### src/core_consts.svh
`ifndef CORE_CONSTS_SVH
`define CORE_CONSTS_SVH

// datapath word, also the address width
`define DATA_W 32

// register file geometry
`define REG_ADDR_W 5
`define REG_COUNT 32

// boot address of the program counter
`define RESET_PC 32'hBFC00000

// one quotient bit per step
`define DIV_STEPS 32

`endif

### src/corePkg.sv
package corePkg;

    // operation carried from decode into execute
    typedef enum logic [3:0] {
        OP_NOP,
        OP_ADDU,   // also ADDIU
        OP_SUBU,
        OP_AND,
        OP_OR,     // also ORI
        OP_XOR,
        OP_SLT,
        OP_SLL,
        OP_LUI,
        OP_MFHI,
        OP_MFLO,
        OP_DIVU
    } aluOp_t;

    // divider sequencing
    typedef enum logic {
        DIV_IDLE,
        DIV_BUSY
    } divState_t;

endpackage

### src/stageIf.sv
`include "core_consts.svh"

// decode to execute bundle
interface deBus;
    import corePkg::*;

    logic                        valid;
    logic [`DATA_W-1:0]          pc;
    aluOp_t                      op;
    logic [`DATA_W-1:0]          srcA;
    logic [`DATA_W-1:0]          srcB;     // immediate already muxed in
    logic [$clog2(`DATA_W)-1:0]  shamt;
    logic [`REG_ADDR_W-1:0]      writeReg;
    logic                        regWrite;

    modport master (output valid, pc, op, srcA, srcB, shamt, writeReg, regWrite);
    modport slave  (input  valid, pc, op, srcA, srcB, shamt, writeReg, regWrite);
endinterface

// writeback bundle, feeds the register file, forwarding and debug ports
interface wbBus;
    logic                    valid;
    logic [`DATA_W-1:0]      pc;
    logic [`REG_ADDR_W-1:0]  writeReg;
    logic                    regWrite;
    logic [`DATA_W-1:0]      data;

    modport master (output valid, pc, writeReg, regWrite, data);
    modport slave  (input  valid, pc, writeReg, regWrite, data);
endinterface

### src/decodeUnit.sv
`include "core_consts.svh"

module decodeUnit (
    input  logic                    clk,
    input  logic                    rstN_i,
    input  logic                    stall_i,
    input  logic [`DATA_W-1:0]      instrD_i,
    input  logic [`DATA_W-1:0]      pcD_i,
    input  logic                    validD_i,
    input  logic [`DATA_W-1:0]      rdataA_i,
    input  logic [`DATA_W-1:0]      rdataB_i,
    output logic [`REG_ADDR_W-1:0]  raddrA_o,
    output logic [`REG_ADDR_W-1:0]  raddrB_o,
    input  logic                    exFwdValid_i,
    input  logic [`REG_ADDR_W-1:0]  exFwdReg_i,
    input  logic [`DATA_W-1:0]      exFwdData_i,
    wbBus.slave                     wb,
    deBus.master                    de
);
    import corePkg::*;

    logic [5:0]              opcode, funct;
    logic [`REG_ADDR_W-1:0]  rs, rt, rd, dest;
    aluOp_t                  op;
    logic                    writes, useImm, signExt;
    logic [`DATA_W-1:0]      imm, srcA, srcB;

    assign opcode = instrD_i[31:26];
    assign funct  = instrD_i[5:0];
    assign rs     = instrD_i[25:21];
    assign rt     = instrD_i[20:16];
    assign rd     = instrD_i[15:11];

    assign raddrA_o = rs;
    assign raddrB_o = rt;

    always_comb begin
        op      = OP_NOP;
        writes  = 1'b0;
        useImm  = 1'b0;
        signExt = 1'b0;
        dest    = rd;
        case (opcode)
            6'h00: begin  // SPECIAL, picked by funct
                writes = 1'b1;
                case (funct)
                    6'h00: op = OP_SLL;
                    6'h10: op = OP_MFHI;
                    6'h12: op = OP_MFLO;
                    6'h21: op = OP_ADDU;
                    6'h23: op = OP_SUBU;
                    6'h24: op = OP_AND;
                    6'h25: op = OP_OR;
                    6'h26: op = OP_XOR;
                    6'h2A: op = OP_SLT;
                    6'h1B: begin
                        op     = OP_DIVU;
                        writes = 1'b0;  // result lands in HI/LO only
                    end
                    default: writes = 1'b0;  // unknown funct is a NOP
                endcase
            end
            6'h09: begin op = OP_ADDU; writes = 1'b1; useImm = 1'b1; signExt = 1'b1; dest = rt; end
            6'h0D: begin op = OP_OR;   writes = 1'b1; useImm = 1'b1; dest = rt; end
            6'h0F: begin op = OP_LUI;  writes = 1'b1; useImm = 1'b1; dest = rt; end
            default: ;
        endcase
    end

    assign imm = signExt ? {{(`DATA_W-16){instrD_i[15]}}, instrD_i[15:0]}
                         : {{(`DATA_W-16){1'b0}}, instrD_i[15:0]};

    // youngest producer wins: execute, then writeback, then the file
    function automatic logic [`DATA_W-1:0] pickSrc(input logic [`REG_ADDR_W-1:0] r,
                                                  input logic [`DATA_W-1:0] rfData);
        if (r == '0)
            return '0;
        if (exFwdValid_i && exFwdReg_i == r)
            return exFwdData_i;
        if (wb.valid && wb.regWrite && wb.writeReg == r)
            return wb.data;
        return rfData;
    endfunction

    assign srcA = pickSrc(rs, rdataA_i);
    assign srcB = useImm ? imm : pickSrc(rt, rdataB_i);

    always_ff @(posedge clk) begin
        if (!rstN_i) begin
            de.valid    <= 1'b0;
            de.op       <= OP_NOP;
            de.regWrite <= 1'b0;
        end else if (!stall_i) begin
            de.valid    <= validD_i;
            de.op       <= op;
            de.regWrite <= writes && (dest != '0);  // r0 target never writes
        end
    end

    always_ff @(posedge clk) begin
        if (!stall_i) begin
            de.pc       <= pcD_i;
            de.srcA     <= srcA;
            de.srcB     <= srcB;
            de.shamt    <= instrD_i[10:6];
            de.writeReg <= dest;
        end
    end

endmodule

### src/divFsm.sv
`include "core_consts.svh"

module divFsm (
    input  logic clk,
    input  logic rstN_i,
    input  logic divReq_i,
    output logic divStart_o,
    output logic divStep_o,
    output logic stall_o
);
    import corePkg::*;

    localparam int CNT_W = $clog2(`DIV_STEPS);

    divState_t          state;
    logic [CNT_W-1:0]   stepCnt;
    logic               lastStep;

    assign lastStep   = (stepCnt == CNT_W'(`DIV_STEPS - 1));
    assign divStart_o = (state == DIV_IDLE) && divReq_i;
    assign divStep_o  = (state == DIV_BUSY);

    // hold the front from the start cycle up to, not including, the last step
    assign stall_o = divStart_o || (divStep_o && !lastStep);

    always_ff @(posedge clk) begin
        if (!rstN_i) begin
            state   <= DIV_IDLE;
            stepCnt <= '0;
        end else begin
            case (state)
                DIV_IDLE: begin
                    stepCnt <= '0;
                    if (divReq_i)
                        state <= DIV_BUSY;
                end
                DIV_BUSY: begin
                    stepCnt <= stepCnt + 1'b1;
                    if (lastStep)
                        state <= DIV_IDLE;  // DIVU leaves execute this cycle
                end
                default: state <= DIV_IDLE;
            endcase
        end
    end

endmodule

### src/divUnit.sv
`include "core_consts.svh"

module divUnit (
    input  logic                clk,
    input  logic                rstN_i,
    input  logic                divStart_i,
    input  logic                divStep_i,
    input  logic [`DATA_W-1:0]  divA_i,
    input  logic [`DATA_W-1:0]  divB_i,
    output logic [`DATA_W-1:0]  hi_o,
    output logic [`DATA_W-1:0]  lo_o
);
    logic [`DATA_W-1:0]  rem;      // becomes HI
    logic [`DATA_W-1:0]  quo;      // dividend shifts out, quotient shifts in
    logic [`DATA_W-1:0]  divisor;
    logic [`DATA_W:0]    shifted;
    logic [`DATA_W:0]    diff;

    assign shifted = {rem, quo[`DATA_W-1]};
    assign diff    = shifted - {1'b0, divisor};

    // restoring step, a zero divisor always fits so it yields all ones
    always_ff @(posedge clk) begin
        if (!rstN_i) begin
            rem <= '0;
            quo <= '0;
        end else if (divStart_i) begin
            rem <= '0;
            quo <= divA_i;
        end else if (divStep_i) begin
            if (!diff[`DATA_W]) begin
                rem <= diff[`DATA_W-1:0];
                quo <= {quo[`DATA_W-2:0], 1'b1};
            end else begin
                rem <= shifted[`DATA_W-1:0];
                quo <= {quo[`DATA_W-2:0], 1'b0};
            end
        end
    end

    always_ff @(posedge clk) begin
        if (divStart_i)
            divisor <= divB_i;
    end

    assign hi_o = rem;
    assign lo_o = quo;

endmodule

### src/executeUnit.sv
`include "core_consts.svh"

module executeUnit (
    input  logic                    clk,
    input  logic                    rstN_i,
    input  logic                    stall_i,
    deBus.slave                     de,
    input  logic [`DATA_W-1:0]      hi_i,
    input  logic [`DATA_W-1:0]      lo_i,
    output logic                    divReq_o,
    output logic [`DATA_W-1:0]      divA_o,
    output logic [`DATA_W-1:0]      divB_o,
    output logic                    exFwdValid_o,
    output logic [`REG_ADDR_W-1:0]  exFwdReg_o,
    output logic [`DATA_W-1:0]      exFwdData_o,
    wbBus.master                    wb
);
    import corePkg::*;

    localparam int HALF_W = `DATA_W / 2;

    logic [`DATA_W-1:0] result;

    always_comb begin
        case (de.op)
            OP_ADDU: result = de.srcA + de.srcB;  // wraps, no overflow trap
            OP_SUBU: result = de.srcA - de.srcB;
            OP_AND:  result = de.srcA & de.srcB;
            OP_OR:   result = de.srcA | de.srcB;
            OP_XOR:  result = de.srcA ^ de.srcB;
            OP_SLT:  result = ($signed(de.srcA) < $signed(de.srcB)) ? `DATA_W'(1) : '0;
            OP_SLL:  result = de.srcB << de.shamt;
            OP_LUI:  result = {de.srcB[HALF_W-1:0], {HALF_W{1'b0}}};
            OP_MFHI: result = hi_i;
            OP_MFLO: result = lo_i;
            default: result = '0;  // NOP and DIVU
        endcase
    end

    // divider hookup
    assign divReq_o = de.valid && (de.op == OP_DIVU);
    assign divA_o   = de.srcA;
    assign divB_o   = de.srcB;

    assign exFwdValid_o = de.valid && de.regWrite;
    assign exFwdReg_o   = de.writeReg;
    assign exFwdData_o  = result;

    always_ff @(posedge clk) begin
        if (!rstN_i) begin
            wb.valid    <= 1'b0;
            wb.regWrite <= 1'b0;
        end else begin
            wb.valid    <= de.valid && !stall_i;  // bubble while the divider runs
            wb.regWrite <= de.regWrite;
        end
    end

    always_ff @(posedge clk) begin
        wb.pc       <= de.pc;
        wb.writeReg <= de.writeReg;
        wb.data     <= result;
    end

endmodule

### src/fetchUnit.sv
`include "core_consts.svh"

module fetchUnit (
    input  logic                clk,
    input  logic                rstN_i,
    input  logic                stall_i,
    input  logic [`DATA_W-1:0]  instr_i,
    output logic [`DATA_W-1:0]  pc_o,
    output logic                instEn_o,
    output logic [`DATA_W-1:0]  instrD_o,
    output logic [`DATA_W-1:0]  pcD_o,
    output logic                validD_o
);
    assign instEn_o = ~stall_i;  // no fetch while the divider holds the front

    always_ff @(posedge clk) begin
        if (!rstN_i) begin
            pc_o     <= `RESET_PC;
            validD_o <= 1'b0;
        end else if (!stall_i) begin
            pc_o     <= pc_o + `DATA_W'(4);
            validD_o <= 1'b1;
        end
    end

    // fetch to decode payload
    always_ff @(posedge clk) begin
        if (!stall_i) begin
            instrD_o <= instr_i;
            pcD_o    <= pc_o;
        end
    end

endmodule

### src/mipsLite.sv
`include "core_consts.svh"

module mipsLite (
    input  logic                    clk,
    input  logic                    rstN_i,
    input  logic [`DATA_W-1:0]      instr_i,
    output logic [`DATA_W-1:0]      pc_o,
    output logic                    instEn_o,
    output logic [`DATA_W-1:0]      wbPc_o,
    output logic                    wbRfWen_o,
    output logic [`REG_ADDR_W-1:0]  wbRfWnum_o,
    output logic [`DATA_W-1:0]      wbRfWdata_o,
    output logic                    commit_o
);
    logic                    stall;
    logic [`DATA_W-1:0]      instrD, pcD;
    logic                    validD;
    logic [`REG_ADDR_W-1:0]  raddrA, raddrB;
    logic [`DATA_W-1:0]      rdataA, rdataB;
    logic                    exFwdValid;
    logic [`REG_ADDR_W-1:0]  exFwdReg;
    logic [`DATA_W-1:0]      exFwdData;
    logic                    divReq, divStart, divStep;
    logic [`DATA_W-1:0]      divA, divB, hi, lo;

    deBus deIf ();
    wbBus wbIf ();

    fetchUnit uFetch (
        .clk(clk), .rstN_i(rstN_i), .stall_i(stall), .instr_i(instr_i),
        .pc_o(pc_o), .instEn_o(instEn_o),
        .instrD_o(instrD), .pcD_o(pcD), .validD_o(validD)
    );

    regFile uRegFile (
        .clk(clk), .rstN_i(rstN_i), .raddrA_i(raddrA), .raddrB_i(raddrB),
        .rdataA_o(rdataA), .rdataB_o(rdataB), .wb(wbIf.slave)
    );

    decodeUnit uDecode (
        .clk(clk), .rstN_i(rstN_i), .stall_i(stall),
        .instrD_i(instrD), .pcD_i(pcD), .validD_i(validD),
        .rdataA_i(rdataA), .rdataB_i(rdataB), .raddrA_o(raddrA), .raddrB_o(raddrB),
        .exFwdValid_i(exFwdValid), .exFwdReg_i(exFwdReg), .exFwdData_i(exFwdData),
        .wb(wbIf.slave), .de(deIf.master)
    );

    executeUnit uExecute (
        .clk(clk), .rstN_i(rstN_i), .stall_i(stall), .de(deIf.slave),
        .hi_i(hi), .lo_i(lo), .divReq_o(divReq), .divA_o(divA), .divB_o(divB),
        .exFwdValid_o(exFwdValid), .exFwdReg_o(exFwdReg), .exFwdData_o(exFwdData),
        .wb(wbIf.master)
    );

    divFsm uDivFsm (
        .clk(clk), .rstN_i(rstN_i), .divReq_i(divReq),
        .divStart_o(divStart), .divStep_o(divStep), .stall_o(stall)
    );

    divUnit uDivUnit (
        .clk(clk), .rstN_i(rstN_i), .divStart_i(divStart), .divStep_i(divStep),
        .divA_i(divA), .divB_i(divB), .hi_o(hi), .lo_o(lo)
    );

    // debug view of the retiring instruction
    assign wbPc_o      = wbIf.pc;
    assign wbRfWen_o   = wbIf.valid & wbIf.regWrite;
    assign wbRfWnum_o  = wbIf.writeReg;
    assign wbRfWdata_o = wbIf.data;
    assign commit_o    = wbIf.valid;

endmodule

### src/regFile.sv
`include "core_consts.svh"

module regFile (
    input  logic                    clk,
    input  logic                    rstN_i,
    input  logic [`REG_ADDR_W-1:0]  raddrA_i,
    input  logic [`REG_ADDR_W-1:0]  raddrB_i,
    output logic [`DATA_W-1:0]      rdataA_o,
    output logic [`DATA_W-1:0]      rdataB_o,
    wbBus.slave                     wb
);
    logic [`DATA_W-1:0] regs [`REG_COUNT];
    logic               wrEn;

    assign wrEn = wb.valid && wb.regWrite && (wb.writeReg != '0);  // r0 stays zero

    // same-cycle write shows up on the read port
    function automatic logic [`DATA_W-1:0] readPort(input logic [`REG_ADDR_W-1:0] addr);
        if (wrEn && wb.writeReg == addr)
            return wb.data;
        return regs[addr];
    endfunction

    always_ff @(posedge clk) begin
        if (!rstN_i) begin
            for (int i = 0; i < `REG_COUNT; i++)
                regs[i] <= '0;
        end else if (wrEn) begin
            regs[wb.writeReg] <= wb.data;
        end
    end

    assign rdataA_o = readPort(raddrA_i);
    assign rdataB_o = readPort(raddrB_i);

endmodule

### config.mk
export PLATFORM = sky130hd
export DESIGN_NAME = mipsLite
export DESIGN_NICKNAME = d
export VERILOG_FILES = /design/src/corePkg.sv /design/src/stageIf.sv /design/src/decodeUnit.sv /design/src/divFsm.sv /design/src/divUnit.sv /design/src/executeUnit.sv /design/src/fetchUnit.sv /design/src/mipsLite.sv /design/src/regFile.sv
export VERILOG_INCLUDE_DIRS = /design/src
export SDC_FILE = /design/constraint.sdc
export NUM_CORES = 2
export LEC_CHECK = 0
export BUFFER_PORTS_ARGS = -buffer_cell sky130_fd_sc_hd__buf_2
export CAP_MARGIN = 10
export CORE_UTILIZATION = 40
export DETAILED_ROUTE_END_ITERATION = 7
export PLACE_DENSITY = 0.66
export REMOVE_ABC_BUFFERS = 1
export SYNTH_ARGS = -nofsm -noshare
export SYNTH_HDL_FRONTEND = slang
export SYNTH_HIERARCHICAL = 1
export SYNTH_SLANG_ARGS = --single-unit
### constraint.sdc
create_clock -name clk -period 4.7 [get_ports clk]
set_input_delay 0.705 -clock clk [delete_from_list [all_inputs] [get_ports clk]]
set_output_delay 0.705 -clock clk [all_outputs]
set_load 0.005 [all_outputs]
==> flow_metrics.py <==
metrics = {
    "route": {
        "wl_met1_microns": 103000,
        "via_per_inst": 6.20,
        "routed-via-count": 54800,
        "dr_wl_met2_microns": 124000,
        "wl_per_cell_microns": 29.8,
        "drt_wl_total_microns": 264000,
        "first_iter_violations": 7791,
        "postRouteAntennaNets": 0,
        "met3_length_microns": 27400,
        "remaining_drc_errors": 0,
        "top_layer_used": "met5",
        "dr.pass1.iters": 6,
    },
    "cts": {
        "numClockSinks": 1402,
        "clock_path_buffers": 3,
        "h-tree-depth": 4,
        "cts_tree": "built",
        "ctsRootBufferMaster": "clkbuf_16",
        "cts_resized": 0,
        "insertion_delay_ns": 0.84,
        "clk_pin_slew_ns": 0.06,
        "numCtsBuffers": 158,
    },
    "placement": {
        "hpwl_microns": 182000,
        "gp_congestion": 0.984,
        "dp.cells": 8536,
        "portBuffers": 135,
        "place_area_sq_mm": 0.0826,
    },
    "power": {
        "comb_power_share_pct": 17.2,
        "clkPwrFrac_pct": 37.4,
        "switchingPower_w": 0.00954,
        "p_per_area_mw_per_mm2": 369,
        "switching_share_pct": 29.5,
        "peakVddDrop_mv": 0.367,
        "p_int_w": 0.0228,
        "cellLeakagePower_nw": 32.4,
        "p_seq_share_pct": 45.4,
    },
    "timing": {
        "finalHoldViolations": 0,
        "finalSetupViolations": 0,
        "relSlewSlack_pct": 15.7,
        "finClkSkew_ns": 0.0556,
        "fin_crit_sh_pct": 90.1,
        "fin_setup_tns_ns": 0,
        "tightest_slew_ns": 1.26,
        "fmax_mhz": 236,
        "maxSlewViolCount": 0,
        "rsz0062_at_grt": "no",
        "layout_min_cycle_time_ns": 4.24,
    },
    "grt": {
        "grt_pass1_wl_microns": 377000,
        "grt-ovfl-total": 0,
        "antenna_found_initial": 14,
        "grt_usage_pct": 26.1,
        "grt_pass1_vias": 53000,
        "grt_max_degree": 65,
    },
    "synth": {
        "ys_ff_latch": 1402,
        "synth_seq_area_share_pct": 51.4,
        "synthFlopType": "edfxtp_1",
        "synth-edff-count": 1224,
        "avgSynthCellArea_sq_um": 12.9,
        "synthDistinctLibCells": 121,
        "synthesis.area_sq_mm": 0.0784,
        "postSynthCellCount": 6078,
        "ys_warn_count": 6,
        "synth-async-reset-ratio_pct": 0,
    },
    "floorplan": {
        "die_h_microns": 445,
        "rows": 162,
        "die_area_sq_mm": 0.198,
        "die_width_microns": 445,
        "initial_utilization_pct": 40.3,
        "core_area_sq_mm": 0.195,
        "io_pins": 138,
    },
    "worst_setup_path": {
        "crit_required_ns": 5.22,
        "reg2reg_from": "uDecode/de.srcB[0]",
        "r2r-end": "uDecode/de.srcB[22]",
        "path_class": "register to register",
        "reg2reg_depth": 14,
        "arrival_ns": 4.76,
        "cp-start-kind": "register",
        "end_kind": "register",
        "reg2reg_slack_ns": 0.46,
        "worst-path-max-fanout": 7,
    },
    "final_layout": {
        "drive_gt1_share_pct": 23.1,
        "fin_nets": 6251,
        "final_common_cell": "edfxtp_1",
        "finalNonFillerCells": 8839,
        "fillers": 17300,
        "syn_to_final_growth_pct": 11.8,
        "final_cell_mix": "edfxtp_1 (1224), and2_1 (1032), mux4_2 (520), o22ai_1 (278), buf_4 (258)",
        "finalInstanceArea_sq_mm": 0.0877,
    },
    "run": {
        "max_cap_violations": 0,
    },
    "min_path": {
        "hold_path_end": "uFetch/instrD_o[4]",
        "whs_path_depth": 1,
        "hold_start": "instr_i[4]",
        "hp-class": "input pin to register",
    },
    "run_status": {
        "status": "complete, no violations",
    },
}
==> flip-flops by register name (all words and copies together), names as in the netlist, 4 cells and up <==
signal / cells
uDecode/de.op: 4
uDecode/de.pc: 32
uDecode/de.shamt: 5
uDecode/de.srcA: 32
uDecode/de.srcB: 32
uDecode/de.writeReg: 5
uDivFsm/stepCnt: 5
uDivUnit/divisor: 32
uDivUnit/hi_o: 32
uDivUnit/lo_o: 32
uExecute/wb.data: 32
uExecute/wb.pc: 32
uExecute/wb.writeReg: 5
uFetch/instrD_o: 32
uFetch/pcD_o: 30
uFetch/pc_o: 30
uRegFile/regs: 1024
==> power groups by stage <==
stage	Combinational [W]	Clock (W)	Sequential, W
floorplan	0.00303	0	0.0150
global placement	0.00537	0	0.0149
detailed placement	0.00540	0	0.0149
CTS	0.00543	0.0123	0.0146
global route	0.00582	0.0127	0.0147
finish	0.00556	0.0121	0.0147
==> cells by family (layout without fill, tap and decap cells) <==
| group | after synthesis | in the layout | share of synthesized area [%] |
|---|---|---|---|
| simple gates | 1943 | 1943 | 14.1 |
| other cells | 2 | 43 | 0.00957 |
| fa+ha+maj | 134 | 134 | 2.17 |
| xor+xnor | 71 | 71 | 0.812 |
| flops | 1402 | 1402 | 51.4 |
| compound gates | 1032 | 1032 | 9.05 |
| mux | 712 | 712 | 17.7 |
| buf+inv | 782 | 878 | 4.81 |
==> synthesized netlist by cell type (29+ instances only) <==
library cell	instances	area share, %
nand2b_1	30	0.24
clkbuf_1	361	1.7
a211oi_1	64	0.61
xor2_1	35	0.39
mux4_2	520	15
a22oi_1	30	0.29
o22ai_1	278	2.2
dfxtp_1	178	4.5
and3_1	44	0.35
o21ai_0	167	1.1
nand2_1	234	1.1
xnor2_1	34	0.38
o211ai_1	29	0.28
nor2_1	275	1.3
mux2_4	39	0.75
buf_4	131	1.3
mux2i_1	114	1.5
edfxtp_1	1224	47
o31ai_1	31	0.30
nand3_1	64	0.41
buf_2	94	0.60
and2_1	1034	8.2
ha_1	131	2.1
inv_1	141	0.67
nor4_1	74	0.59
a221oi_1	33	0.37
a21oi_1	146	0.93
mux2_2	37	0.53
==> per-layer routing <==
metal / GRT usage, % / vias up
li1: - / 23000
met1: 35.4 / 28100
met2: 41.8 / 3167
met3: 5.51 / 489
met4: 8.66 / 8
met5: 0 / -
==> worst max-delay path, cell delays in order (launching register included) <==
cell and delay [ns]:
edfxtp_1 0.55, ha_1 0.27, inv_1 0.08, fa_1 0.42, nor2b_1 0.17, o221ai_1 0.37
nand2_1 0.24, a211oi_2 0.38, o21ai_1 0.21, a311oi_2 0.43, nor3_1 0.08, a311oi_1 0.30
nand3_1 0.20, nor2_1 0.16, o31ai_1 0.08
==> cell type report <==
cell class,count,area (sq um),share of cell area [%]
antenna,7,17.5,0.0200
multi-input combinational,3928,34900,39.8
sequential,1402,40300,46.0
clock buffer,204,4250,4.85
inverter,146,552,0.629
clock inverter,81,742,0.846
tap,2624,3280,3.74
timing repair buffer,447,3620,4.12
==> stage by stage <==
step / power, W / utilization, % / hold slack, ns / worst slack (ns)
5_1_grt: 0.0333 / 45.0 / 0.0248 / 0.284
3_5_place_dp: 0.0203 / 42.4 / 0.328 / 0.576
2_1_floorplan: 0.0181 / - / 0.323 / -7.90
3_3_place_gp: 0.0202 / 42.4 / 0.325 / 0.601
6_report: 0.0323 / 45.0 / 0.0613 / 0.464
4_1_cts: 0.0324 / 45.0 / 0.000832 / 0.576
==> worst max path at each step <==
stage,from,end,slack (ns)
final,uDecode/de.srcB[0],uDecode/de.srcB[22],0.46
after global routing,uDecode/de.srcB[0],uDecode/de.srcB[22],0.28
after CTS,uDecode/de.srcB[0],uDecode/de.srcB[26],0.58
after detailed placement,uDecode/de.srcB[0],uDecode/de.srcB[26],0.58
after global placement,uDecode/de.srcB[0],uDecode/de.srcB[22],0.60
after floorplan,uFetch/instrD_o[16],uDecode/de.srcB[12],-7.90
==> repair_timing <==
item / CTS / global route
setup buffers: 0 / 0
hold buffers: 10 / 0
endpoints found under the hold margin: 10 / 0
endpoints found under the setup margin: 0 / 0
No activity file was read; power rests on OpenSTA's default activity.
